### src/rename_pkg.sv
`default_nettype none

package rename_pkg;

    // Front end is built for a two-wide machine only
    localparam int SS         = 2;
    localparam int ARCH_REGS  = 32;
    localparam int PR_ENTRIES = 64;
    localparam int FREE_DEPTH = 32;
    localparam int IQ_DEPTH   = 8;

    // RV32I major opcodes
    localparam logic [6:0] OPC_LUI    = 7'b0110111;
    localparam logic [6:0] OPC_AUIPC  = 7'b0010111;
    localparam logic [6:0] OPC_JAL    = 7'b1101111;
    localparam logic [6:0] OPC_JALR   = 7'b1100111;
    localparam logic [6:0] OPC_BRANCH = 7'b1100011;
    localparam logic [6:0] OPC_LOAD   = 7'b0000011;
    localparam logic [6:0] OPC_STORE  = 7'b0100011;
    localparam logic [6:0] OPC_OP_IMM = 7'b0010011;
    localparam logic [6:0] OPC_OP     = 7'b0110011;

    typedef logic [$clog2(PR_ENTRIES)-1:0] preg_t;
    typedef logic [$clog2(ARCH_REGS)-1:0]  areg_t;

    // Queue occupancy and per-cycle lane counts
    typedef logic [$clog2(IQ_DEPTH+1)-1:0]   iq_cnt_t;
    typedef logic [$clog2(FREE_DEPTH+1)-1:0] fl_cnt_t;
    typedef logic [$clog2(SS+1)-1:0]         lane_cnt_t;

    typedef struct packed {
        logic        valid;
        logic [31:0] pc;
        logic [31:0] inst;
    } fetch_output_t;

    // Decode rules
    // writes_rd for LUI, AUIPC, JAL, JALR, LOAD, OP-IMM and OP with rd not x0
    // uses_rs1 for JALR, BRANCH, LOAD, STORE, OP-IMM and OP
    // uses_rs2 for BRANCH, STORE and OP
    // An unused source renames to physical register 0
    typedef struct packed {
        logic [31:0] pc;
        logic [6:0]  opcode;
        areg_t       rs1;
        areg_t       rs2;
        areg_t       rd;
        logic        uses_rs1;
        logic        uses_rs2;
        logic        writes_rd;
    } decoded_inst_t;

    typedef struct packed {
        logic [31:0] pc;
        logic [6:0]  opcode;
        preg_t       prs1;
        preg_t       prs2;
        preg_t       prd;
        preg_t       old_prd;
        logic        writes_rd;
    } renamed_inst_t;

    // Lane 0 is the older instruction
    typedef decoded_inst_t [SS-1:0] inst_pair_t;
    typedef renamed_inst_t [SS-1:0] rename_pair_t;

endpackage

`default_nettype wire
### src/rename_core.sv
`timescale 1ns/1ps
`default_nettype none

module rename_core (
    input  logic                     clk,
    input  logic                     rst_n,
    output logic [31:0]              imem_addr,
    input  logic [31:0]              imem_rdata,
    input  logic                     imem_resp,
    input  logic                     rs_full,
    input  logic                     free_valid,
    input  rename_pkg::preg_t        free_preg,
    output logic                     dispatch_valid,
    output rename_pkg::rename_pair_t dispatch_pair
);

    rename_pkg::fetch_output_t                fetch_out;
    rename_pkg::decoded_inst_t                decoded;
    logic                                     decoded_valid;
    rename_pkg::inst_pair_t                   pair;
    logic                                     pair_valid;
    logic                                     iq_full;
    rename_pkg::inst_pair_t                   iq_head;
    rename_pkg::iq_cnt_t                      iq_count;
    rename_pkg::lane_cnt_t                    pop_inst_q;
    rename_pkg::preg_t [rename_pkg::SS-1:0]   fl_head;
    rename_pkg::fl_cnt_t                      fl_count;
    rename_pkg::lane_cnt_t                    pop_free_list;
    rename_pkg::areg_t [rename_pkg::SS-1:0]   isa_rs1;
    rename_pkg::areg_t [rename_pkg::SS-1:0]   isa_rs2;
    rename_pkg::areg_t [rename_pkg::SS-1:0]   isa_rd;
    rename_pkg::preg_t [rename_pkg::SS-1:0]   rat_rs1;
    rename_pkg::preg_t [rename_pkg::SS-1:0]   rat_rs2;
    rename_pkg::preg_t [rename_pkg::SS-1:0]   rat_rd;
    rename_pkg::preg_t [rename_pkg::SS-1:0]   old_rd;
    logic [rename_pkg::SS-1:0]                modify_rat;

    fetch_stage u_fetch (
        .clk(clk), .rst_n(rst_n),
        .imem_rdata(imem_rdata), .imem_resp(imem_resp),
        .stall_inst(iq_full),
        .imem_addr(imem_addr), .fetch_output(fetch_out)
    );

    id_stage u_decode (
        .fetch_output(fetch_out),
        .instruction_info(decoded), .inst_valid(decoded_valid)
    );

    two_inst_buff u_pair (
        .clk(clk), .rst_n(rst_n),
        .valid(decoded_valid), .decoded_inst(decoded),
        .valid_inst(pair), .valid_out(pair_valid)
    );

    // Instruction queue takes a whole pair per push
    circular_queue #(
        .T(rename_pkg::decoded_inst_t), .DEPTH(rename_pkg::IQ_DEPTH)
    ) u_inst_q (
        .clk(clk), .rst_n(rst_n),
        .in(pair), .push_cnt({pair_valid, 1'b0}),
        .pop_cnt(pop_inst_q),
        .out(iq_head), .count(iq_count), .full(iq_full)
    );

    // Free list starts with p32 to p63 and takes one retired register per cycle
    circular_queue #(
        .T(rename_pkg::preg_t), .DEPTH(rename_pkg::FREE_DEPTH),
        .FILL_ON_RESET(1'b1), .FILL_BASE(rename_pkg::ARCH_REGS)
    ) u_free_list (
        .clk(clk), .rst_n(rst_n),
        .in({free_preg, free_preg}), .push_cnt({1'b0, free_valid}),
        .pop_cnt(pop_free_list),
        .out(fl_head), .count(fl_count), .full()
    );

    rat u_rat (
        .clk(clk), .rst_n(rst_n),
        .isa_rs1(isa_rs1), .isa_rs2(isa_rs2),
        .rat_rs1(rat_rs1), .rat_rs2(rat_rs2),
        .isa_rd(isa_rd), .rat_rd(rat_rd), .regf_we(modify_rat),
        .old_rd(old_rd)
    );

    rename_dispatch u_rename (
        .clk(clk), .rst_n(rst_n),
        .instruction(iq_head), .inst_q_count(iq_count),
        .free_list_regs(fl_head), .free_count(fl_count),
        .rs_full(rs_full),
        .rat_rs1(rat_rs1), .rat_rs2(rat_rs2), .old_rd(old_rd),
        .isa_rs1(isa_rs1), .isa_rs2(isa_rs2), .isa_rd(isa_rd),
        .rat_rd(rat_rd), .modify_rat(modify_rat),
        .pop_inst_q(pop_inst_q), .pop_free_list(pop_free_list),
        .dispatch_valid(dispatch_valid), .dispatch_pair(dispatch_pair)
    );

endmodule

`default_nettype wire

### src/rename_dispatch.sv
`timescale 1ns/1ps
`default_nettype none

module rename_dispatch (
    input  logic                                   clk,
    input  logic                                   rst_n,
    input  rename_pkg::inst_pair_t                 instruction,
    input  rename_pkg::iq_cnt_t                    inst_q_count,
    input  rename_pkg::preg_t [rename_pkg::SS-1:0] free_list_regs,
    input  rename_pkg::fl_cnt_t                    free_count,
    input  logic                                   rs_full,
    input  rename_pkg::preg_t [rename_pkg::SS-1:0] rat_rs1,
    input  rename_pkg::preg_t [rename_pkg::SS-1:0] rat_rs2,
    input  rename_pkg::preg_t [rename_pkg::SS-1:0] old_rd,
    output rename_pkg::areg_t [rename_pkg::SS-1:0] isa_rs1,
    output rename_pkg::areg_t [rename_pkg::SS-1:0] isa_rs2,
    output rename_pkg::areg_t [rename_pkg::SS-1:0] isa_rd,
    output rename_pkg::preg_t [rename_pkg::SS-1:0] rat_rd,
    output logic [rename_pkg::SS-1:0]              modify_rat,
    output rename_pkg::lane_cnt_t                  pop_inst_q,
    output rename_pkg::lane_cnt_t                  pop_free_list,
    output logic                                   dispatch_valid,
    output rename_pkg::rename_pair_t               dispatch_pair
);

    logic [rename_pkg::SS-1:0] wr;
    rename_pkg::lane_cnt_t     need;
    logic                      take;
    rename_pkg::rename_pair_t  renamed;

    // Architectural fields straight to the RAT
    always_comb begin
        for (int i = 0; i < rename_pkg::SS; i++) begin
            isa_rs1[i] = instruction[i].rs1;
            isa_rs2[i] = instruction[i].rs2;
            isa_rd[i]  = instruction[i].rd;
            wr[i]      = instruction[i].writes_rd;
        end
    end

    // Free registers needed by this pair
    assign need = rename_pkg::lane_cnt_t'(wr[0]) + rename_pkg::lane_cnt_t'(wr[1]);

    // Full pair, enough free registers, room downstream
    assign take = (inst_q_count >= rename_pkg::SS) && (free_count >= need) && !rs_full;

    assign pop_inst_q    = take ? rename_pkg::lane_cnt_t'(rename_pkg::SS) : '0;
    assign pop_free_list = take ? need : '0;

    // Free list order, lane 0 first
    assign rat_rd[0] = free_list_regs[0];
    assign rat_rd[1] = wr[0] ? free_list_regs[1] : free_list_regs[0];

    assign modify_rat = take ? wr : '0;

    always_comb begin
        for (int i = 0; i < rename_pkg::SS; i++) begin
            renamed[i].pc        = instruction[i].pc;
            renamed[i].opcode    = instruction[i].opcode;
            renamed[i].writes_rd = wr[i];
            renamed[i].prd       = wr[i] ? rat_rd[i] : '0;
            renamed[i].old_prd   = wr[i] ? old_rd[i] : '0;
            // Unused sources read p0
            renamed[i].prs1      = instruction[i].uses_rs1 ? rat_rs1[i] : '0;
            renamed[i].prs2      = instruction[i].uses_rs2 ? rat_rs2[i] : '0;
        end

        // Lane 1 sees lane 0's write before the RAT does
        if (wr[0]) begin
            if (instruction[1].uses_rs1 && (instruction[1].rs1 == instruction[0].rd)) begin
                renamed[1].prs1 = rat_rd[0];
            end
            if (instruction[1].uses_rs2 && (instruction[1].rs2 == instruction[0].rd)) begin
                renamed[1].prs2 = rat_rd[0];
            end
            // Same destination, lane 1 frees lane 0's new register
            if (wr[1] && (instruction[1].rd == instruction[0].rd)) begin
                renamed[1].old_prd = rat_rd[0];
            end
        end
    end

    always_ff @(posedge clk or negedge rst_n) begin
        if (!rst_n) begin
            dispatch_valid <= 1'b0;
        end else begin
            dispatch_valid <= take;
        end
    end

    always_ff @(posedge clk) begin
        if (take) begin
            dispatch_pair <= renamed;
        end
    end

endmodule

`default_nettype wire

### src/rat.sv
`timescale 1ns/1ps
`default_nettype none

module rat (
    input  logic                                clk,
    input  logic                                rst_n,
    input  rename_pkg::areg_t [rename_pkg::SS-1:0] isa_rs1,
    input  rename_pkg::areg_t [rename_pkg::SS-1:0] isa_rs2,
    output rename_pkg::preg_t [rename_pkg::SS-1:0] rat_rs1,
    output rename_pkg::preg_t [rename_pkg::SS-1:0] rat_rs2,
    input  rename_pkg::areg_t [rename_pkg::SS-1:0] isa_rd,
    input  rename_pkg::preg_t [rename_pkg::SS-1:0] rat_rd,
    input  logic [rename_pkg::SS-1:0]              regf_we,
    output rename_pkg::preg_t [rename_pkg::SS-1:0] old_rd
);

    rename_pkg::preg_t map [rename_pkg::ARCH_REGS];

    // Identity mapping out of reset
    always_ff @(posedge clk or negedge rst_n) begin
        if (!rst_n) begin
            for (int r = 0; r < rename_pkg::ARCH_REGS; r++) begin
                map[r] <= rename_pkg::preg_t'(r);
            end
        end else begin
            // Later lane overwrites, so lane 1 wins a same-register clash
            for (int i = 0; i < rename_pkg::SS; i++) begin
                if (regf_we[i] && (isa_rd[i] != '0)) begin
                    map[isa_rd[i]] <= rat_rd[i];
                end
            end
        end
    end

    // Reads see the map before this cycle's writes
    always_comb begin
        for (int i = 0; i < rename_pkg::SS; i++) begin
            rat_rs1[i] = map[isa_rs1[i]];
            rat_rs2[i] = map[isa_rs2[i]];
            old_rd[i]  = map[isa_rd[i]];
        end
    end

endmodule

`default_nettype wire

### src/circular_queue.sv
`timescale 1ns/1ps
`default_nettype none

module circular_queue #(
    parameter type T             = rename_pkg::preg_t,
    parameter int  DEPTH         = rename_pkg::IQ_DEPTH,
    parameter bit  FILL_ON_RESET = 1'b0,
    parameter int  FILL_BASE     = 0
) (
    input  logic                            clk,
    input  logic                            rst_n,
    input  T [rename_pkg::SS-1:0]           in,
    input  rename_pkg::lane_cnt_t           push_cnt,
    input  rename_pkg::lane_cnt_t           pop_cnt,
    output T [rename_pkg::SS-1:0]           out,
    output logic [$clog2(DEPTH+1)-1:0]      count,
    output logic                            full
);

    // DEPTH is a power of two so pointers wrap on their own
    typedef logic [$clog2(DEPTH)-1:0] ptr_t;

    T     mem [DEPTH];
    ptr_t head;
    ptr_t tail;

    always_ff @(posedge clk or negedge rst_n) begin
        if (!rst_n) begin
            head  <= '0;
            tail  <= '0;
            // Filled queue starts with every slot occupied
            count <= FILL_ON_RESET ? ($clog2(DEPTH+1))'(DEPTH) : '0;
        end else begin
            head  <= head + ptr_t'(pop_cnt);
            tail  <= tail + ptr_t'(push_cnt);
            count <= count + push_cnt - pop_cnt;
        end
    end

    generate
        if (FILL_ON_RESET) begin : g_fill
            // Slot i starts out holding FILL_BASE + i
            always_ff @(posedge clk or negedge rst_n) begin
                if (!rst_n) begin
                    for (int i = 0; i < DEPTH; i++) begin
                        mem[i] <= T'(FILL_BASE + i);
                    end
                end else begin
                    for (int i = 0; i < rename_pkg::SS; i++) begin
                        if (i < push_cnt) begin
                            mem[tail + ptr_t'(i)] <= in[i];
                        end
                    end
                end
            end
        end else begin : g_plain
            always_ff @(posedge clk) begin
                for (int i = 0; i < rename_pkg::SS; i++) begin
                    if (i < push_cnt) begin
                        mem[tail + ptr_t'(i)] <= in[i];
                    end
                end
            end
        end
    endgenerate

    // Head entries, oldest in lane 0
    always_comb begin
        for (int i = 0; i < rename_pkg::SS; i++) begin
            out[i] = mem[head + ptr_t'(i)];
        end
    end

    // Two pairs of headroom covers the pair still in flight
    assign full = (DEPTH - int'(count)) < 2 * rename_pkg::SS;

endmodule

`default_nettype wire

### src/two_inst_buff.sv
`timescale 1ns/1ps
`default_nettype none

module two_inst_buff (
    input  logic                      clk,
    input  logic                      rst_n,
    input  logic                      valid,
    input  rename_pkg::decoded_inst_t decoded_inst,
    output rename_pkg::inst_pair_t    valid_inst,
    output logic                      valid_out
);

    logic                      half;
    rename_pkg::decoded_inst_t lane0;

    // Half flag toggles on every decoded instruction
    always_ff @(posedge clk or negedge rst_n) begin
        if (!rst_n) begin
            half <= 1'b0;
        end else if (valid) begin
            half <= !half;
        end
    end

    // Older instruction waits here for its partner
    always_ff @(posedge clk) begin
        if (valid && !half) begin
            lane0 <= decoded_inst;
        end
    end

    // Pair goes out in the cycle the second one shows up
    always_comb begin
        valid_inst[0] = lane0;
        valid_inst[1] = decoded_inst;
    end

    assign valid_out = valid && half;

endmodule

`default_nettype wire

### src/id_stage.sv
`timescale 1ns/1ps
`default_nettype none

module id_stage (
    input  rename_pkg::fetch_output_t fetch_output,
    output rename_pkg::decoded_inst_t instruction_info,
    output logic                      inst_valid
);

    logic [31:0] inst;
    logic [6:0]  opcode;
    logic        rd_class;

    assign inst   = fetch_output.inst;
    assign opcode = inst[6:0];

    always_comb begin
        instruction_info.pc     = fetch_output.pc;
        instruction_info.opcode = opcode;
        // Standard R/I/S/B field positions
        instruction_info.rs1    = inst[19:15];
        instruction_info.rs2    = inst[24:20];
        instruction_info.rd     = inst[11:7];

        rd_class                  = 1'b0;
        instruction_info.uses_rs1 = 1'b0;
        instruction_info.uses_rs2 = 1'b0;
        unique case (opcode)
            rename_pkg::OPC_LUI,
            rename_pkg::OPC_AUIPC,
            rename_pkg::OPC_JAL: begin
                rd_class = 1'b1;
            end
            rename_pkg::OPC_JALR,
            rename_pkg::OPC_LOAD,
            rename_pkg::OPC_OP_IMM: begin
                rd_class                  = 1'b1;
                instruction_info.uses_rs1 = 1'b1;
            end
            rename_pkg::OPC_BRANCH,
            rename_pkg::OPC_STORE: begin
                instruction_info.uses_rs1 = 1'b1;
                instruction_info.uses_rs2 = 1'b1;
            end
            rename_pkg::OPC_OP: begin
                rd_class                  = 1'b1;
                instruction_info.uses_rs1 = 1'b1;
                instruction_info.uses_rs2 = 1'b1;
            end
            default: ;
        endcase

        // Writes to x0 are dropped so they never take a physical register
        instruction_info.writes_rd = rd_class && (inst[11:7] != '0);
    end

    assign inst_valid = fetch_output.valid;

endmodule

`default_nettype wire

### src/fetch_stage.sv
`timescale 1ns/1ps
`default_nettype none

module fetch_stage (
    input  logic                      clk,
    input  logic                      rst_n,
    input  logic [31:0]               imem_rdata,
    input  logic                      imem_resp,
    input  logic                      stall_inst,
    output logic [31:0]               imem_addr,
    output rename_pkg::fetch_output_t fetch_output
);

    logic [31:0] pc;
    logic        out_valid;
    logic [31:0] out_pc;
    logic [31:0] out_inst;
    logic        accept;

    // Word taken only while the instruction queue has room
    assign accept = imem_resp && !stall_inst;

    // Sequential fetch, no redirects
    always_ff @(posedge clk or negedge rst_n) begin
        if (!rst_n) begin
            pc        <= '0;
            out_valid <= 1'b0;
        end else begin
            out_valid <= accept;
            if (accept) begin
                pc <= pc + 32'd4;
            end
        end
    end

    // Word and its PC
    always_ff @(posedge clk) begin
        if (accept) begin
            out_pc   <= pc;
            out_inst <= imem_rdata;
        end
    end

    assign imem_addr    = pc;
    assign fetch_output = '{valid: out_valid, pc: out_pc, inst: out_inst};

endmodule

`default_nettype wire

### config.mk
export PLATFORM = sky130hd
export DESIGN_NAME = rename_core
export DESIGN_NICKNAME = d
export VERILOG_FILES = /design/src/rename_pkg.sv /design/src/rename_core.sv /design/src/rename_dispatch.sv /design/src/rat.sv /design/src/circular_queue.sv /design/src/two_inst_buff.sv /design/src/id_stage.sv /design/src/fetch_stage.sv
export SDC_FILE = /design/constraint.sdc
export NUM_CORES = 2
export LEC_CHECK = 0
export ABC_AREA = 0
export BUFFER_PORTS_ARGS = -buffer_cell sky130_fd_sc_hd__buf_2
export CORE_MARGIN = 2
export CORE_UTILIZATION = 40
export CTS_CLUSTER_SIZE = 30
export DETAILED_ROUTE_END_ITERATION = 7
export GPL_TIMING_DRIVEN = 0
export PLACE_DENSITY = 0.54
export SYNTH_ARGS = -nofsm -noshare
export SYNTH_HDL_FRONTEND = slang
export SYNTH_SLANG_ARGS = --single-unit
### constraint.sdc
create_clock -name clk -period 29.8 [get_ports clk]
set_input_delay 5.96 -clock clk [delete_from_list [all_inputs] [get_ports clk]]
set_output_delay 5.96 -clock clk [all_outputs]
set_load 0.05 [all_outputs]
# Word-level counts from Yosys, hierarchy flattened
# Memory sizes are Yosys's and may differ from the RTL's.
# Cells that the tools add are included.
word_totals:
  ff_bits: 687
  inputBits: 43
  elab_cells: 240
  ramBits: 456
  memories: 1
op_classes:
  n_mux: 59
  bitwise_logic: 10
  eq_ne: 12
  n_reduce_logical: 24
  order_cmp: 21
  add_sub_neg: 15
mem_list:
  columns: ["memory", "words", "width", "read_ports", "rd_clocked_by_memory_dff", "wr", "line", "text"]
  rows:
  - ["u_inst_q.mem", 8, 57, 2, 0, 2, "circular_queue.sv:23", "T mem [DEPTH];"]
ops:
  columns: ["op", "n"]
  rows:
  - ["$bwmux 192", 4]
  - ["$mux 192", 4]
  - ["$bmux 6 s5", 8]
  - ["$mux 6", 28]
  - ["$demux 6 s5", 4]
  - ["$ge 6x6->1 const B", 10]
  - ["$not 5->6", 10]
  - ["$add 32x3->32 const B", 1]
  - ["$lt 32x4->1 const B", 1]
  - ["$lt 6x1->1 const B", 4]
  - ["$eq 7x6->1 const B", 3]
  - ["$eq 7x7->1 const B", 3]
  - ["$eq 5x5->1", 3]
  - ["$logic_and 1x1->1", 15]
  - ["$reduce_bool 5->1", 3]
  - ["$eq 7x5->1 const B", 2]
  - ["$mux 12", 1]
  - ["$add 5x1->5 const B", 2]
  - ["$eq 7x2->1 const B", 1]
  - ["$mux 1", 7]
  - ["$reduce_or 7->1", 1]
  - ["$add 3x1->3 const B", 2]
  - ["$add 3x2->3", 2]
  - ["$add 6x1->6", 1]
  - ["15 further kinds", 21]

# Depth between registers and ports, before layout
# An unclocked memory read counts as a cell.
logic_depth:
  depth_word: 11
  depth_mapped: 22
  mapped_depth_nobuf: 19

# Hierarchy
# A second synthesis with hierarchy kept.
hier_totals:
  hier_cells: 5453
  area_unflattened_um2: 71174.5
modules_own_cells:
  columns: ["mod", "instances", "seq_area_each_um2", "cells_per_inst", "area_each_um2"]
  rows:
  - ["circular_queue at u_inst_q", 1, 13943.4, 1835, 27597.7]
  - ["rat", 1, 4904.7, 1625, 18560.3]
  - ["circular_queue at u_free_list", 1, 5346.4, 1320, 13970.9]
  - ["rename_dispatch", 1, 3868.7, 293, 5013.6]
  - ["fetch_stage", 1, 2637.5, 191, 3342.0]
  - ["two_inst_buff", 1, 1736.7, 118, 2189.6]
  - ["id_stage", 1, 0.0, 70, 496.7]
  - ["rename_core", 1, 0.0, 1, 3.8]

# Least setup slack after synthesis
# No wires, ideal clock.
synth_path:
  path_type: "input-to-reg"
  startpoint: "in rs_full"
  endpoint: "reg u_free_list.count[5]"
  arrival_ps: 14342
  setup_time_ps: 75
  setup_slack_ps: 15384
  required_ps: 29725
  path_stages: 12
  path_buffers: 1
  cell_sequence: "a21oi_1 -> o21ai_0 -> clkbuf_1 -> nor2_1 -> nand2_1 -> ha_1 -> ha_1 -> a21o_1 -> a21oi_1 -> o21bai_1 -> a21oi_1 -> xor2_1"
synth_via:
  elab_chain_cells: 4
synth_lines:
  columns: ["item", "line", "text"]
  rows:
  - ["start, declared", "rename_core.sv:10", "input logic rs_full,"]
  - ["$logic_not 1->1", "rename_dispatch.sv:45", "assign take = (inst_q_count >= rename_pkg::SS) && (free_count >= need) && !rs_full;"]
  - ["$logic_and 1x1->1", "rename_dispatch.sv:45", null]
  - ["net u_rename.take", "rename_dispatch.sv:28", "logic take;"]
  - ["$mux 2", "rename_dispatch.sv:48", "assign pop_free_list = take ? need : '0;"]
  - ["$sub 6x2->6", "circular_queue.sv:36", "count <= count + push_cnt - pop_cnt;"]
  - ["end signal, assigned", "circular_queue.sv:32", "count <= FILL_ON_RESET ? ($clog2(DEPTH+1))'(DEPTH) : '0;"]
  - ["end signal, assigned", "circular_queue.sv:36", null]
  - ["end, declared", "circular_queue.sv:16", "output logic [$clog2(DEPTH+1)-1:0] count,"]
# The timed path passes the listed nets, and every way through them passes these cells.
# A chain may end at the register's enable or synchronous reset.

# Final worst setup path
layout_path:
  startpoint: "in rs_full"
  endpoint: "reg u_rat.map[0] (netlist bit)"
layout_via:
  elab_chain_cells: 7
  word_cells_on_any_way: 8
  classes_between: "mux: 4; reduce/logical: 4"
layout_lines:
  columns: ["item", "line", "text"]
  rows:
  - ["$logic_not 1->1 (*)", "rename_dispatch.sv:45", null]
  - ["$logic_and 1x1->1 (*)", "rename_dispatch.sv:45", null]
  - ["$mux 2 (*)", "rename_dispatch.sv:54", "assign modify_rat = take ? wr : '0;"]
  - ["$logic_and 1x1->1", "rat.sv:28", "if (regf_we[i] && (isa_rd[i] != '0)) begin"]
  - ["$mux 192", "rat.sv:28", null]
  - ["$bwmux 192", "rat.sv:29", "map[isa_rd[i]] <= rat_rd[i];"]
  - ["$mux 192 (*)", "rat.sv:28", null]
  - ["end signal, assigned by index", "rat.sv:23", "map[r] <= rename_pkg::preg_t'(r);"]
  - ["end signal, assigned by index", "rat.sv:29", null]
  - ["end, declared", "rat.sv:17", "rename_pkg::preg_t map [rename_pkg::ARCH_REGS];"]
# Every way passes the cells marked *; elsewhere a longest branch is shown, timed or not.

==> results.yml <==
cells_and_area:
  final_common_cell: "edfxtp_1"
  final_cell_mix: "671 x edfxtp_1, 510 x mux2i_1, 325 x buf_2, 312 x mux4_2, 281 x nand2_1"
  drive_above_1_share_pct: 32.7
  nets: 4319
  area_growth_pct: 15.1
global_route:
  grt_pass1_wl_um: 317000
  grt_usage_pct: 31.3
  grt_max_degree: 100
  grt_pass1_vias: 38400
  antenna_found_initial: 14
  grt_overflow: 0
routing:
  drt_wl_total_um: 229000
  drc_errors: 0
  vias: 39100
  antenna_left: 0
  drt_iter0_markers: 4579
  dr.pass1.iters: 6
  vias_per_cell: 6.24
  post_drt_wl_per_cell_um: 36.6
sta:
  max_slew_margin_pct: 8.95
  hold_violations: 0
  worst_pin_slew_ps: 1350
  period_needed_ps: 9430
  rsz0062_at_grt: "false"
  worst_clock_skew_ps: 42.1
  maxSlewViolCount: 0
  tns_ps: 0
  min_period_over_period_pct: 31.7
  setup_viol: 0
  fmax_mhz: 106
critical_path:
  arrival_ps: 10100
  cp-end-kind: "register"
  required_ps: 30460
  crit_path_cell_trace: "buf_2 -> a21oi_1 -> o21ai_0 -> clkbuf_1 -> nor3_2 -> nand2_1 -> nor2_1 -> mux2i_1"
  path_max_fanout: 10
  worstSetupStartpointType: "input port"
  slowest_delay_ps: 880
  critPathSlowestCell: "nor2_1"
  path_class: "in2reg"
status:
  status: "complete, no violations"
die:
  ios: 204
  coreArea_um2: 141000
  chipWidth_um: 381
  rows: 138
  initial_core_util_pct: 40.2
  die_area_um2: 145000
  die_h_um: 381
clock_tree:
  cts_buffers: 130
  holdBufCountCts: 0
  root_buffer: "clkbuf_16"
  cts_setup_buffers: 0
  cts_htree_levels: 4
  clk_latency_ps: 770
  ctsResizeCount: 0
  clock_path_buffers: 3
  cts.reportedPaths.clkPinSlew_ps: 60
  cts_tree: "built"
  numClockSinks: 1111
synth:
  syn_area_um2: 56700
  synth_edf_count: 671
  yosysWarnings: 0
  ys_types: 80
  avgSynthCellArea_um2: 14.7
  ys_ff_latch: 1111
  synth_ff_type: "edfxtp_1"
  ys_seq_area_share_pct: 55.3
  synth_cells: 3870
  async_reset_ff_share_pct: 39.6
placement:
  dp_hpwl_um: 164000
  place.gp.congestion: 1.06
  portBuffers: 187
hold_path:
  hp-class: "reg2reg"
flow_run:
  drv_cap: 0
==> per-stage QoR <==
stage / std cells / area (um2) / utilization (%) / setup slack [ps] / hold WS [ps]
floorplan: 3875 / 56800 / - / 15380 / 453
global placement: 5952 / 60100 / 42.5 / 7770 / 456
detailed placement: 6007 / 60900 / 43.1 / 19740 / 467
CTS: 6246 / 65300 / 46.2 / 20540 / 481
global route: 6246 / 65300 / 46.2 / 20330 / 496
finish: 6257 / 65300 / 46.2 / 20370 / 484
==> sequential cells by signal (all words and copies together), names as in the netlist <==
name	cells
u_free_list.mem	192
u_fetch.out_inst	22
u_rename.dispatch_pair	124
u_inst_q.head	2
u_rename.dispatch_valid	1
u_inst_q.count	3
u_pair.half	1
u_inst_q.mem	440
u_pair.valid_inst	55
u_free_list.tail	5
u_inst_q.tail	2
u_free_list.head	5
u_free_list.count	6
u_fetch.out_pc	30
u_fetch.imem_addr	30
u_rat.map	192
u_fetch.out_valid	1
==> cells in the mapped netlist, drive strengths merged (3+ instances only) <==
cell type	number	area share, %
a21oi	142	1.3
nand2b	10	0.11
o21a	6	0.079
o22ai	21	0.23
xor2	27	0.42
nor2	81	0.56
a31oi	21	0.23
a22o	12	0.19
ha	23	0.51
inv	26	0.17
nor3	15	0.17
fa	4	0.14
mux4	336	13
or4	3	0.040
a211oi	132	1.8
xnor2	36	0.56
edfxtp	671	36
and3	27	0.30
nor4	17	0.34
a221oi	10	0.15
dfrtp	247	11
o211ai	4	0.053
o21ai	53	0.56
nand3	100	0.88
nand4	9	0.099
a32o	16	0.28
mux2	243	4.8
dfstp	193	8.9
nand2	282	1.9
buf	223	2.4
or2	7	0.077
nand3b	4	0.053
a41oi	6	0.093
clkbuf	99	0.66
mux2i	512	9.1
nor2b	146	1.6
a22oi	60	0.79
nor3b	9	0.14
and2	12	0.13
==> cell type report <==
class	count	area, um2
Antenna cell	11	27.5
Fill cell	12700	76000
Inverter	26	100
Buffer	322	1710
Clock buffer	183	3630
Multi-Input combinational cell	2416	23600
Clock inverter	56	688
Timing Repair Buffer	242	1770
Sequential cell	1111	31400
Tap cell	1890	2360
==> critical path: cells and delay by family <==
family                 cells  cell delay [ps]
buffers and inverters      2              570
AO/OA/AOI/OAI              2              860
AND/OR/NAND/NOR            3             2380
multiplexers               1              300
==> per-layer routing <==
metal	global-route usage, %	part of all wire (%)
met1	42.8	41
met2	46.6	44
met3	7.72	8.6
met4	15.8	6.0
met5	0	0.055
==> path summary, 6_finish.rpt <==
path | start | endpoint | slack [ps] | cells past startpoint
max | rs_full | u_rat.map[0] | 20370 | 8
min | u_fetch.imem_addr[30] | u_fetch.out_pc[30] | 480 | 0
max reg2reg | u_inst_q.head[1] | u_rat.map[0] | 23690 | 15
min reg2reg | u_fetch.imem_addr[30] | u_fetch.out_pc[30] | 480 | 0
max in group asynchronous | rst_n | u_fetch.imem_addr[16] | 22630 | 5
min in group asynchronous | rst_n | u_rat.map[139] | 5100 | 1
==> kinds of logic after synthesis <==
| family | share of synthesized area [%] |
|---|---|
| DFF | 55.3 |
| muxes | 27.4 |
| and+or+nand+nor | 6.55 |
| AOI/OAI and AO/OA | 5.91 |
| buffers and inverters | 3.18 |
| xor gates and xnor gates | 0.972 |
| adders and majority gates | 0.648 |
| other | 0.00661 |
Power is not shown: default switching activity piles up to over one toggle a cycle in this logic, so the estimate is an artifact.
